### config.mk
export PLATFORM = sky130hd
export DESIGN_NAME = l1_cache
export DESIGN_NICKNAME = d
export VERILOG_FILES = /design/src/l1_cache_pkg.sv /design/src/l1_cache_controller.sv /design/src/l1_tag_store.sv /design/src/l1_data_store.sv /design/src/l1_cache.sv
export VERILOG_INCLUDE_DIRS = /design/src
export SDC_FILE = /design/constraint.sdc
export NUM_CORES = 1
export LEC_CHECK = 0
export BUFFER_PORTS_ARGS = -buffer_cell sky130_fd_sc_hd__buf_4
export CORE_ASPECT_RATIO = 1.1
export CORE_MARGIN = 4
export CORE_UTILIZATION = 65
export DETAILED_ROUTE_END_ITERATION = 10
export GPL_TIMING_DRIVEN = 0
export HOLD_SLACK_MARGIN = 0.03
export PLACE_DENSITY = 0.89
export SLEW_MARGIN = 40
export SYNTH_ARGS = -nofsm -noshare
export SYNTH_HDL_FRONTEND = slang
export SYNTH_SLANG_ARGS = --single-unit
export TNS_END_PERCENT = 30
### constraint.sdc
create_clock -name clk -period 8.59 [get_ports clk]
set_input_delay 0.859 -clock clk [delete_from_list [all_inputs] [get_ports clk]]
set_output_delay 0.859 -clock clk [all_outputs]
set_load 0.005 [all_outputs]
### src/l1_cache_consts.svh
`ifndef L1_CACHE_CONSTS_SVH
`define L1_CACHE_CONSTS_SVH

// Word address width.
// The CPU and DRAM are word addressed.
`define L1_ADDR_W 16

// Width of one data word, which is also one line.
`define L1_DATA_W 32

// Line index width, taken from the low address bits.
`define L1_INDEX_W 4

// Tag width, the address bits above the index.
`define L1_TAG_W 12

// Number of lines in the direct-mapped array.
`define L1_LINES 16

`endif

### src/l1_cache_pkg.sv
`default_nettype none

`include "l1_cache_consts.svh"

package l1_cache_pkg;

	typedef logic [`L1_ADDR_W-1:0]  addr_t;
	typedef logic [`L1_DATA_W-1:0]  word_t;
	typedef logic [`L1_INDEX_W-1:0] index_t;
	typedef logic [`L1_TAG_W-1:0]   tag_t;

	// Controller states.
	typedef enum logic [3:0] {
		idle,
		read,
		read_miss,
		read_mem,
		read_data,
		write,
		write_hit,
		write_miss,
		write_mem,
		write_data,
		write_back,
		write_back_mem
	} cache_state_t;

	// Request from the CPU, held until ack.
	typedef struct packed {
		logic  cs;
		logic  we;
		addr_t addr;
		word_t wdata;
	} cpu_req_t;

	// Request to DRAM, held until dram_ack.
	typedef struct packed {
		logic  cs;
		logic  we;
		addr_t addr;
		word_t wdata;
	} dram_req_t;

	// Tag store result for the current index.
	typedef struct packed {
		logic hit;
		logic valid;
		logic dirty;
	} lookup_t;

	// Array write controls from the controller.
	typedef struct packed {
		logic sram_we;
		logic dirty_o;
		logic fill;
		logic tag_we;
	} array_ctrl_t;

endpackage

`default_nettype wire

### src/l1_cache_controller.sv
`timescale 1ns/1ps
`default_nettype none

`include "l1_cache_consts.svh"

module l1_cache_controller (
	input  wire                       clk,
	input  wire                       rst,
	input  wire l1_cache_pkg::cpu_req_t cpu_req,
	output logic                      ack,
	output l1_cache_pkg::word_t       rdata,
	output l1_cache_pkg::index_t      index,
	output l1_cache_pkg::tag_t        req_tag,
	input  wire l1_cache_pkg::lookup_t  lookup,
	input  wire l1_cache_pkg::tag_t     victim_tag,
	input  wire l1_cache_pkg::word_t    line_data,
	output l1_cache_pkg::array_ctrl_t ctrl,
	output l1_cache_pkg::dram_req_t   dram_req,
	input  wire                       dram_ack,
	input  wire l1_cache_pkg::word_t    dram_rdata
);

	l1_cache_pkg::cache_state_t state;
	l1_cache_pkg::cache_state_t next_state;
	l1_cache_pkg::addr_t        addr_q;
	l1_cache_pkg::word_t        wdata_q;
	l1_cache_pkg::word_t        rdata_q;
	logic                       ack_q;
	logic                       accept;
	logic                       hit_valid;
	logic                       victim_dirty;
	logic                       wb_sel;

	// A request still high in its own ack cycle is not a new one.
	assign accept = (state == l1_cache_pkg::idle) && cpu_req.cs && !ack_q;

	assign hit_valid    = lookup.hit && lookup.valid;
	assign victim_dirty = lookup.valid && lookup.dirty && !lookup.hit;
	assign wb_sel       = (state == l1_cache_pkg::write_back_mem);

	assign index   = addr_q[`L1_INDEX_W-1:0];
	assign req_tag = addr_q[`L1_ADDR_W-1:`L1_INDEX_W];
	assign ack     = ack_q;
	assign rdata   = rdata_q;

	always_comb
	begin
		next_state = state;
		case (state)
			l1_cache_pkg::idle:
				if (accept)
					next_state = cpu_req.we ? l1_cache_pkg::write : l1_cache_pkg::read;
			l1_cache_pkg::read:
				if (hit_valid)
					next_state = l1_cache_pkg::idle;
				else if (victim_dirty)
					next_state = l1_cache_pkg::write_back;
				else
					next_state = l1_cache_pkg::read_miss;
			l1_cache_pkg::read_miss:
				next_state = l1_cache_pkg::read_mem;
			l1_cache_pkg::read_mem:
				if (dram_ack)
					next_state = l1_cache_pkg::read_data;
			l1_cache_pkg::read_data:
				next_state = l1_cache_pkg::idle;
			l1_cache_pkg::write:
				next_state = hit_valid ? l1_cache_pkg::write_hit : l1_cache_pkg::write_miss;
			l1_cache_pkg::write_hit:
				next_state = l1_cache_pkg::idle;
			l1_cache_pkg::write_miss:
				next_state = l1_cache_pkg::write_mem;
			l1_cache_pkg::write_mem:
				if (dram_ack)
					next_state = l1_cache_pkg::write_data;
			l1_cache_pkg::write_data:
				next_state = l1_cache_pkg::idle;
			l1_cache_pkg::write_back:
				next_state = l1_cache_pkg::write_back_mem;
			l1_cache_pkg::write_back_mem:
				// The victim is out, now fetch the requested word.
				if (dram_ack)
					next_state = l1_cache_pkg::read_miss;
			default:
				next_state = l1_cache_pkg::idle;
		endcase
	end

	always_ff @(posedge clk)
	begin
		if (!rst)
		begin
			state <= l1_cache_pkg::idle;
			ack_q <= 1'b0;
		end
		else
		begin
			state <= next_state;
			// Ack goes high for the cycle after a hit or a finished DRAM access.
			ack_q <= ((state == l1_cache_pkg::read) && hit_valid) ||
				((state == l1_cache_pkg::write) && hit_valid) ||
				((state == l1_cache_pkg::read_mem) && dram_ack) ||
				((state == l1_cache_pkg::write_mem) && dram_ack);
		end
	end

	// Request capture and read data.
	always_ff @(posedge clk)
	begin
		if (accept)
		begin
			addr_q  <= cpu_req.addr;
			wdata_q <= cpu_req.wdata;
		end
		if ((state == l1_cache_pkg::read) && hit_valid)
			rdata_q <= line_data;
		else if ((state == l1_cache_pkg::read_mem) && dram_ack)
			rdata_q <= dram_rdata;
	end

	always_comb
	begin
		ctrl        = '0;
		dram_req.cs = 1'b0;
		dram_req.we = 1'b0;
		case (state)
			l1_cache_pkg::read_data:
			begin
				// Fill the line from the registered DRAM word, clean.
				ctrl.sram_we = 1'b1;
				ctrl.tag_we  = 1'b1;
				ctrl.fill    = 1'b1;
			end
			l1_cache_pkg::write_hit:
			begin
				ctrl.sram_we = 1'b1;
				ctrl.tag_we  = 1'b1;
				ctrl.dirty_o = 1'b1;
			end
			l1_cache_pkg::read_mem:
				dram_req.cs = 1'b1;
			l1_cache_pkg::write_mem,
			l1_cache_pkg::write_back_mem:
			begin
				dram_req.cs = 1'b1;
				dram_req.we = 1'b1;
			end
			default:
				dram_req.cs = 1'b0;
		endcase
		dram_req.addr  = wb_sel ? {victim_tag, index} : addr_q;
		dram_req.wdata = wb_sel ? line_data : wdata_q;
	end

endmodule

`default_nettype wire

### src/l1_tag_store.sv
`timescale 1ns/1ps
`default_nettype none

`include "l1_cache_consts.svh"

module l1_tag_store (
	input  wire                          clk,
	input  wire                          rst,
	input  wire l1_cache_pkg::index_t      index,
	input  wire l1_cache_pkg::tag_t        req_tag,
	input  wire l1_cache_pkg::array_ctrl_t ctrl,
	output l1_cache_pkg::lookup_t        lookup,
	output l1_cache_pkg::tag_t           victim_tag
);

	logic [`L1_LINES-1:0] valid_q;
	logic [`L1_LINES-1:0] dirty_q;
	l1_cache_pkg::tag_t   tag_mem [`L1_LINES];

	// Valid and dirty bits per line.
	always_ff @(posedge clk)
	begin
		if (!rst)
		begin
			valid_q <= '0;
			dirty_q <= '0;
		end
		else if (ctrl.tag_we)
		begin
			valid_q[index] <= 1'b1;
			dirty_q[index] <= ctrl.dirty_o;
		end
	end

	always_ff @(posedge clk)
	begin
		if (ctrl.tag_we)
			tag_mem[index] <= req_tag;
	end

	// Hit is a plain tag match; the controller qualifies it with valid.
	always_comb
	begin
		lookup.hit   = (tag_mem[index] == req_tag);
		lookup.valid = valid_q[index];
		lookup.dirty = dirty_q[index];
	end

	// Stored tag of the current line, for the write-back address.
	assign victim_tag = tag_mem[index];

endmodule

`default_nettype wire

### src/l1_data_store.sv
`timescale 1ns/1ps
`default_nettype none

`include "l1_cache_consts.svh"

module l1_data_store (
	input  wire                          clk,
	input  wire l1_cache_pkg::index_t      index,
	input  wire l1_cache_pkg::array_ctrl_t ctrl,
	input  wire l1_cache_pkg::word_t       cpu_wdata,
	input  wire l1_cache_pkg::word_t       dram_rdata,
	output l1_cache_pkg::word_t          line_data
);

	l1_cache_pkg::word_t data_mem [`L1_LINES];
	l1_cache_pkg::word_t wr_word;

	// A fill takes the DRAM word, a write hit the CPU word.
	assign wr_word = ctrl.fill ? dram_rdata : cpu_wdata;

	always_ff @(posedge clk)
	begin
		if (ctrl.sram_we)
			data_mem[index] <= wr_word;
	end

	// Asynchronous read of the indexed line.
	assign line_data = data_mem[index];

endmodule

`default_nettype wire

### src/l1_cache.sv
`timescale 1ns/1ps
`default_nettype none

module l1_cache (
	input  wire                        clk,
	input  wire                        rst,
	input  wire l1_cache_pkg::cpu_req_t  cpu_req,
	output logic                       ack,
	output l1_cache_pkg::word_t        rdata,
	output l1_cache_pkg::dram_req_t    dram_req,
	input  wire                        dram_ack,
	input  wire l1_cache_pkg::word_t     dram_rdata
);

	l1_cache_pkg::index_t      index;
	l1_cache_pkg::tag_t        req_tag;
	l1_cache_pkg::tag_t        victim_tag;
	l1_cache_pkg::lookup_t     lookup;
	l1_cache_pkg::word_t       line_data;
	l1_cache_pkg::array_ctrl_t ctrl;

	l1_cache_controller u_ctrl (
		.clk        (clk),
		.rst        (rst),
		.cpu_req    (cpu_req),
		.ack        (ack),
		.rdata      (rdata),
		.index      (index),
		.req_tag    (req_tag),
		.lookup     (lookup),
		.victim_tag (victim_tag),
		.line_data  (line_data),
		.ctrl       (ctrl),
		.dram_req   (dram_req),
		.dram_ack   (dram_ack),
		.dram_rdata (dram_rdata)
	);

	l1_tag_store u_tags (
		.clk        (clk),
		.rst        (rst),
		.index      (index),
		.req_tag    (req_tag),
		.ctrl       (ctrl),
		.lookup     (lookup),
		.victim_tag (victim_tag)
	);

	// The fill word is the controller's registered copy of the DRAM data.
	l1_data_store u_data (
		.clk        (clk),
		.index      (index),
		.ctrl       (ctrl),
		.cpu_wdata  (cpu_req.wdata),
		.dram_rdata (rdata),
		.line_data  (line_data)
	);

endmodule

`default_nettype wire

; ---- Word level (Yosys, flattened, before mapping)
; Memories as Yosys holds them, arrays and structs flattened. A register that Yosys moved wholly into a read port is not among the register bits.
; Cells that the tools add are included.
; W data, S select, Z words.
[totals]
output_inout_bits = 83
input_bits = 85
ramBits = 704
mem_count = 2
ff_bits = 117
word_cells = 78
[mem_list]
columns = name, words, width, read_ports, rd_clocked_by_memory_dff, write_ports, line_no
row1 = u_data.data_mem, 16, 32, 1, 1, 1, l1_data_store.sv:15  ; l1_cache_pkg::word_t data_mem [`L1_LINES];
row2 = u_tags.tag_mem, 16, 12, 1, 1, 1, l1_tag_store.sv:18  ; l1_cache_pkg::tag_t tag_mem [`L1_LINES];
[op_classes]
bitwise_logic = 1
reduce_logical = 21
muxes = 30
n_eq_ne = 15
n_lt_le_gt_ge = 2
[op_table]
columns = operator, count
row1 = $mux W32, 4
row2 = $pmux W4 S9, 1
row3 = $mux W4, 8
row4 = $bwmux W16, 1
row5 = $eq A4 B3 Y1 const B, 4
row6 = $mux W16, 1
row7 = $or A16 B16 Y16, 1
row8 = $eq A12 B12 Y1, 1
row9 = $eq A4 B4 Y1 const B, 3
row10 = $mux W1, 11
row11 = $logic_and A1 B1 Y1, 10
row12 = $bmux W1 S4, 2
row13 = $eq A4 B2 Y1 const B, 2
row14 = $ne A2 B2 Y1 const B, 3
row15 = $lt A4 B5 Y1 const B, 1
row16 = $demux W1 S4, 1
row17 = $eq A4 B1 Y1 const B, 1
row18 = $ge A4 B1 Y1 const B, 1
row19 = $logic_not A4 Y1, 1
row20 = $reduce_and A4 Y1, 1
row21 = $reduce_or A2 Y1, 2
row22 = $logic_or A1 B1 Y1, 3
row23 = $mux W3, 1
row24 = $reduce_or A3 Y1, 1
row25 = 3 further kinds, 4

; ---- Logic depth before layout (Yosys ltp)
; Gate-level depths: netlist of the first run.
[logic_depth]
word_depth = 7
depth_mapped = 12

; ---- Modules after synthesis
; From an unflattened synthesis of the first run, not the netlist that was laid out.
[hier_totals]
cells_unflattened = 1588
hier_area_um2 = 32726.4
[by_module_without_submodules]
columns = mod, instances, area_per_inst_um2, seq_area_each_um2, cells_per_inst
row1 = l1_data_store, 1, 19598.8, 15374.7, 844
row2 = l1_tag_store, 1, 9168.8, 6406.1, 516
row3 = l1_cache_controller, 1, 3958.8, 2502.4, 228

; ---- Worst setup path after synthesis of the first run
; No wires, ideal clock.
[synth_timing]
path_kind = flip-flop to flip-flop
from = reg u_ctrl.addr_q[0]
to = reg u_tags.dirty_q[0]
path_stages_with_launch = 7
n_path_buf = 2
setup_ps = 120
arrival_ps = 4832
period_less_slack_ps = 4951
t_required_ps = 8470
slack_ps = 3639
cell_sequence = edfxtp_1 buf_2 or3_1 clkbuf_1 nor3_1 mux2i_1 nor2b_1
[synth_via]
elab_chain_len = 5
word_cells_on_any_way = 6
classes_between = 2 x order compare / 3 x mux / 1 x reduce/logical
[synth_rtl]
columns = element, line_no
row1 = from (decl), l1_cache_controller.sv:25  ; l1_cache_pkg::addr_t addr_q;
row2 = from (signal assigned), l1_cache_controller.sv:112  ; addr_q <= cpu_req.addr;
row3 = $lt A4 B5 Y1 (not written as such) / $ge A4 B1 Y1 (equally long branches), l1_tag_store.sv:31  ; dirty_q[index] <= ctrl.dirty_o;
row4 = $logic_and A1 B1 Y1 (not written as such), l1_tag_store.sv:31
row5 = $mux W1 (not written as such), l1_tag_store.sv:31
row6 = $demux W1 S4 *, n/a
row7 = $bwmux W16 *, l1_tag_store.sv:31
row8 = "to (signal, indexed assignment)", l1_tag_store.sv:31
row9 = to (decl), l1_tag_store.sv:17  ; logic [`L1_LINES-1:0] dirty_q;
; Mark *: on every way between the ends. The rest lies on a longest branch, timed or not.
; A chain may end at the register's enable or synchronous reset.

==> results of run 1 <==
==> metrics by stage <==
step / cells / utilization (%) / instance area, um2 / setup TNS [ns] / power, uW
after global routing: 2544 / 77.85 / 38250 / 0 / 9446
final: 2544 / 77.85 / 38250 / 0 / 9188
after detailed placement: 2409 / 73.07 / 35900 / 0 / 5932
after CTS: 2544 / 77.82 / 38240 / 0 / 9181
after floorplan: 1511 / - / 32460 / 0 / 5478
after global placement: 2329 / 70.26 / 34520 / -0.7733 / 5845
==> critical path, delay by kind of cell, from the launching register on <==
family | cells | cell delay (ns)
muxes | 3 | 1.45
buffers and inverters | 5 | 2.16
DFF | 1 | 0.32
==> logic make-up (layout without fill, tap and decap cells) <==
group	count (synthesis)	in the layout	synth area share, %
DFF	825	825	75.06
muxes	356	356	19.21
and+or+nand+nor	126	126	1.835
AOI/OAI and AO/OA	102	102	2.236
buffers and inverters	86	467	1.226
xor gates and xnor gates	16	16	0.4317
==> metal layers <==
metal	track usage, %	up-vias
met3	8.059	376
met2	57.63	1732
met1	42.34	9267
met5	0	-
li1	-	6944
met4	17.22	0
==> cell type report <==
class	count	area share, %
Sequential cell	825	63.69
Clock buffer	97	5.345
Tap cell	652	2.133
Inverter	7	0.07523
Buffer	79	1.079
Clock inverter	38	0.7523
Timing Repair Buffer	246	6.470
Multi-Input combinational cell	600	20.45
==> state kept, by name, indices dropped and copies added, names as in the netlist, named ones only <==
signal / count
u_ctrl.state: 4
u_ctrl.wdata_q: 32
u_ctrl.addr_q: 16
u_data.data_mem: 512
u_tags.tag_mem: 192
u_ctrl.rdata: 32
u_ctrl.ack: 1
u_tags.valid_q: 16
u_tags.dirty_q: 16
==> final timing paths <==
| check | end | slack [ns] | from | depth (start not counted) |
|---|---|---|---|---|
| hold / removal | u_ctrl.addr_q[15]$_DFFE_PP_ | 0.40 | cpu_req[47] | 1 |
| setup reg to reg | u_ctrl.rdata[10]$_DFFE_PP_ | 3.65 | register | 13 |
| setup / recovery | dram_req[27] | 3.15 | register | 8 |
| hold reg to reg | u_tags.valid_q[7]$_SDFFE_PN0P_ | 0.47 | u_tags.valid_q[7]$_SDFFE_PN0P_ | 1 |
==> synthesized netlist by cell type, drive strengths merged, types with 2 or more instances <==
cell type and n:
edfxtp 784, mux4 198, mux2 111, nand2 50, mux2i 47, clkbuf 41
dfxtp 41, buf 38, nor2 31, o21ai 26, o21a 21, a21boi 13
xnor2 12, nor3 11, nor2b 10, a21oi 7, inv 7, nand3 6
a221oi 5, a22o 5, a22oi 5, nand2b 5, nand4 4, o22ai 4
xor2 4, a2111oi 3, a31oi 2, a41o 2, and3 2, or2 2
==> power by group <==
| part | internal (uW) | switching [uW] | total [uW] |
|---|---|---|---|
| sequential | 4520 | 54.0 | 4570 |
| combinational | 579 | 759 | 1340 |
| clock | 1800 | 1470 | 3280 |
==> impl_results.md, run 1 <==
* Fmax at 183.9 MHz
* Vias in the first global route at 19,062
* Initial core utilization at 66.06%
* Reg area at 24,360 um2
* CP arrival at 4.58 ns
* Initial antenna violation count at 0
* Nets at 1,920
* Multi-input gate area at 7823 um2
* Slew HR at 38.58%
* Critical path peak fanout at 10
* Yosys top cell by area: edfxtp_1
* DIE AREA at 53,580 um2
* First-pass GRT wire length at 132,400 um
* Fraction of registers with async set/reset at 0%
* Global Route Usage Sum at 34.26%
* IO Port Bufs at 166
* Max-slew violations at 0
* Setup WS pre-CTS at 3.772 ns
* Post-Syn Area per Cell at 21.48 um2
* Worst hold margin at 0.4047 ns
* Num ports at 168
* Post-layout minimum cycle time at 5.439 ns
* Commonest non-fill, non-tap cell in the layout: edfxtp_1
* Max clock buf depth at 3
* Ys flop type: edfxtp_1
* Status: finished, final reports clean
* Seq/Total Area, Yosys at 75.06%
* # diodes at 0
* EDFF count, synth at 784
* Layout fillers at 2,303
* Post_cts resized at 0
* Highest Signal Layer: met4
* TritonCTS sink count at 825
* Flop and latch count out of synthesis at 825
* HPWL Detailed at 55,690 um
* PwrDens at 240.2 nW/um2
* Critical path's largest stage delay at 0.71 ns
* Met2 routed WL at 46,620 um
* CP required at 7.73 ns
* Largest net degree at the start of global routing at 29
* Hold-fix buffers at CTS at 0
* Routed Antenna Nets at 0
* RSZ-0062 raised after global routing: false
* Final setup viols at 0
* CP startpoint kind: register
* Worst Hold Class: in -> reg
* Cell mode on critical path: buf_2
* Worst-margin pin slew at 0.9213 ns
* WL final at 91,410 um
* VDD IR max at 0.2106 mV
* Most frequent cells in the layout: 784 x edfxtp_1, 197 x mux4_2, 196 x buf_4, 97 x mux2_2, 79 x clkbuf_16
* Num CTS Buffers at 76
* Die span in y at 242.4 um
* Worst setup margin at 3.151 ns
* Layout cells sized above 1 at 38.90%
* CP Class: reg -> out
* MaxCap Viol Count at 0
* Htree depth at 3
* Final period utilization at 63.32%
* Std cell rows at 85
* LEAKAGE at 0.01276 uW
* # DRC at 0
* Clk_skew at 0.02661 ns
* Worst-path cell chain: buf_2 -> buf_2 -> buf_1 -> buf_2 -> mux4_2 -> mux4_2 -> mux2_2 -> buf_4
* DR WL/cell at 35.93 um
* GRT overflow at 0
* Root Driver: clkbuf_16
* DR WL met3 at 10,210 um
* Initial DRC Count at 3,137
* Final count of hold timing violations at 0
* Synth Instances at 1,511
* DIE WIDTH at 221.1 um
* CTS tree: built
* Area delta synth->final at 17.84%
* YS warnings at 0
* Routed via count at 18,319
* Worst skew pair latency at 0.63 ns
* Drt via density at 7.201
* Core area at 49,130 um2
* Synth area leaders: edfxtp_1 73%, mux4_2 14%, mux2_2 3.4%
* Final Wtd Congestion at 0.8338
* Nature of the critical path endpoint: primary output
* Drt first pass iters at 6
* Wl on met1 at 29,150 um
* Share of the synthesized area in the top cell type at 72.53%
* Critical path's slowest cell: buf_1
* Worst-path clk slew at 0.06 ns
* Post-CTS Setup Repair Bufs at 0
* Unique masters post-synth at 54
* Cell Area, Synth at 32,460 um2
* Post-Syn Nets at 1,596
Power figures use the tool's default switching activity.
==> run 2, diff against run 1 <==
--- a/config.mk
+++ b/config.mk
@@ -9,11 +9,11 @@
 export BUFFER_PORTS_ARGS = -buffer_cell sky130_fd_sc_hd__buf_4
 export CORE_ASPECT_RATIO = 1.1
 export CORE_MARGIN = 4
-export CORE_UTILIZATION = 65
+export CORE_UTILIZATION = 61
 export DETAILED_ROUTE_END_ITERATION = 10
 export GPL_TIMING_DRIVEN = 0
 export HOLD_SLACK_MARGIN = 0.03
-export PLACE_DENSITY = 0.89
+export PLACE_DENSITY = 0.84
 export SLEW_MARGIN = 40
 export SYNTH_ARGS = -nofsm -noshare
 export SYNTH_HDL_FRONTEND = slang
==> constraint.sdc (replaced) <==
create_clock -name clk -period 5.47 [get_ports clk]
set_input_delay 0.547 -clock clk [delete_from_list [all_inputs] [get_ports clk]]
set_output_delay 0.547 -clock clk [all_outputs]
set_load 0.005 [all_outputs]
==> run 2 against run 1 <==
Net effect:
- routed wire length decreased by 3.4%
- setup slack got worse by 2.8 ns
- final cell count up 1.5%
- die area is 6.3% higher
- global-route usage down 3.2 points
- register-to-register slack got worse by 2.7 ns
- combinational power up 55%
- flip-flop and latch count stayed put
- first-iteration DRC count fell by 12%
- final area increased by 0.88%
- sequential power grew 57%
- clock power up 67%
- highest routed layer unchanged
==> impl_results.md, run 2 (same netlist as run 1, synthesis figures left out) <==
* RSZ-0062 raised after global routing: false
* Global Route Usage Sum at 31.05% (-3.2 points)
* Most frequent cells in the layout: 784 x edfxtp_1, 197 x mux4_2, 192 x buf_4, 97 x mux2_2, 85 x clkbuf_16
* TritonCTS sink count at 825 (unchanged)
* Dpl cells at 2,437 (+1.2%)
* Finished layout cell area at 38,590 um2 (+0.88%)
* MaxCap Viol Count at 0 (unchanged)
* CP Class: reg -> out
* Fmax at 196.6 MHz
* Critical path's largest stage delay at 0.76 ns (+0.05 ns)
* Area delta synth->final at 18.88%
* Total power at 14,730 uW (+60%)
* M3 GR Usage at 6.164% (-1.9 points)
* Routed via count at 17,831 (-2.7%)
* Sequential Power Share at 48.7% (-1.1 points)
* Routed Antenna Nets at 0 (unchanged)
* Post_cts resized at 0 (unchanged)
* Max reg flops at 512 (unchanged)
* Worst setup margin at 0.3829 ns (-2.768 ns)
* IO Port Bufs at 166 (unchanged)
* Largest Register: u_data.data_mem
* # diodes at 0 (unchanged)
* # DRC at 0 (unchanged)
* WL final at 88,290 um (-3.4%)
* DIE AREA at 56,970 um2 (+6.3%)
* Post-Layout Cell Count at 2,581 (+1.5%)
* Final setup viols at 0 (unchanged)
* Vias in the first global route at 18,414 (-3.4%)
* Clock power share at 37.2% (+1.5 points)
* Final count of hold timing violations at 0 (unchanged)
* Initial DRC Count at 2,767 (-12%)
* Layout cells sized above 1 at 39.09% (+0.19 points)
* Drt first pass iters at 6 (unchanged)
* Max-slew violations at 0 (unchanged)
* CP arrival at 4.54 ns (-0.04 ns)
* Biggest registers after layout: u_data.data_mem x512, u_tags.tag_mem x192
* Largest net degree at the start of global routing at 31 (+6.9%)
* Worst Hold Class: in -> reg
* Final Wtd Congestion at 0.8472 (+1.6%)
* Final design utilization at 73.47% (-4.4 points)
* Clk_skew at 0.02370 ns (-0.002913 ns)
* Met2 usage in global routing at 52.10% (-5.5 points)
* Combinational Power Share at 14.1% (-0.5 points)
* Dpl cell area at 36,020 um2 (+0.33%)
* Post-layout minimum cycle time at 5.087 ns
* DR WL/cell at 34.21 um (-4.8%)
* Switching portion of total power at 24.47% (-0.43 points)
* First-pass GRT wire length at 127,900 um (-3.4%)
* Met1 Use GR at 40.74% (-1.6 points)
* Slew HR at 37.78% (-0.81 points)
* VDD IR max at 0.3133 mV (+49%)
* Setup WS pre-CTS at 0.9780 ns (-2.794 ns)
* Std cell rows at 88 (+3.5%)
* Cell Int Power at 11,120 uW (+61%)
* Critical path peak fanout at 10 (unchanged)
* Nature of the critical path endpoint: primary output
* Worst-margin pin slew at 0.9334 ns (+0.01209 ns)
* Hold path start: cpu_req[44]
* Worst skew pair latency at 0.64 ns (about the same)
* Htree depth at 3 (unchanged)
* DIE WIDTH at 227.9 um (+3.1%)
* GRT busiest layer: met2
* Net load switching power at 3603 uW (+58%)
* CP required at 4.92 ns (-2.81 ns)
* Initial core utilization at 61.80% (-4.3 points)
* CTS tree: built
* LEAKAGE at 0.01292 uW (+1.2%)
* Post-CTS Setup Repair Bufs at 0 (unchanged)
* Critical path's slowest cell: clkbuf_1
* Worst-path clk slew at 0.07 ns (about the same)
* Nets at 1,928 (+0.42%)
* Core area at 52,520 um2 (+6.9%)
* GRT overflow at 0 (unchanged)
* Max clock buf depth at 3 (unchanged)
* Drt via density at 6.909 (-4.1%)
* Worst-path cell chain: buf_2 -> buf_4 -> buf_2 -> clkbuf_1 -> clkbuf_1 -> mux4_2 -> mux4_2 -> mux2_2 -> buf_4
* Num ports at 168 (unchanged)
* CP startpoint kind: register
* Initial antenna violation count at 1 (+1)
* PwrDens at 381.7 nW/um2 (+59%)
* Status: finished, final reports clean
* Commonest non-fill, non-tap cell in the layout: edfxtp_1
* Die span in y at 249.9 um (+3.1%)
* Num CTS Buffers at 79 (+3.9%)
* Root Driver: clkbuf_16
* Final period utilization at 93.00%
* Hold-fix buffers at CTS at 0 (unchanged)
* HPWL Detailed at 54,370 um (-2.4%)
## run 2: critical path: cells and delay by family (launching register included)
family                 cells  cell delay [ns]
muxes                      3             1.31
DFF                        1             0.31
buffers and inverters      6             2.25
## run 2: layout make-up
class,count,area (um2)
Sequential cell,825,24360
Fill cell,2708,13930
Multi-Input combinational cell,600,7823
Timing Repair Buffer,251,2564
Clock buffer,103,2196
Tap cell,675,844.6
Buffer,79,407.9
Clock inverter,41,359.1
Inverter,7,28.78
## run 2: metrics by stage
stage / setup TNS [ns] / hold slack (ns)
2_1_floorplan: 0 / 0.4354
3_3_place_gp: -927.07 / 0.4407
3_5_place_dp: 0 / 0.4530
4_1_cts: 0 / 0.06463
5_1_grt: 0 / 0.07412
6_report: 0 / 0.08779
## run 2: final timing paths
path	to	slack, ns	depth (start not counted)
setup / recovery	dram_req[29]	0.38	9
hold reg to reg	u_tags.valid_q[14]$_SDFFE_PN0P_	0.46	1
hold / removal	u_ctrl.addr_q[12]$_DFFE_PP_	0.09	1
setup reg to reg	u_ctrl.rdata[31]$_DFFE_PP_	0.97	13
## run 2: power groups by stage
stage / clock [uW] / sequential (uW) / combinational [uW]
detailed placement: 0 / 7300 / 2010
global placement: 0 / 7300 / 1900
global route: 5800 / 7180 / 2170
finish: 5480 / 7170 / 2080
floorplan: 0 / 7280 / 1320
CTS: 5500 / 7170 / 2070
## run 2: layer usage
| metal | vias to the layer above | wire [um] |
|---|---|---|
| met5 | - | 0 |
| met4 | 0 | 3631 |
| met3 | 276 | 9652 |
| met2 | 1465 | 45030 |
| met1 | 9118 | 29980 |
| li1 | 6972 | - |
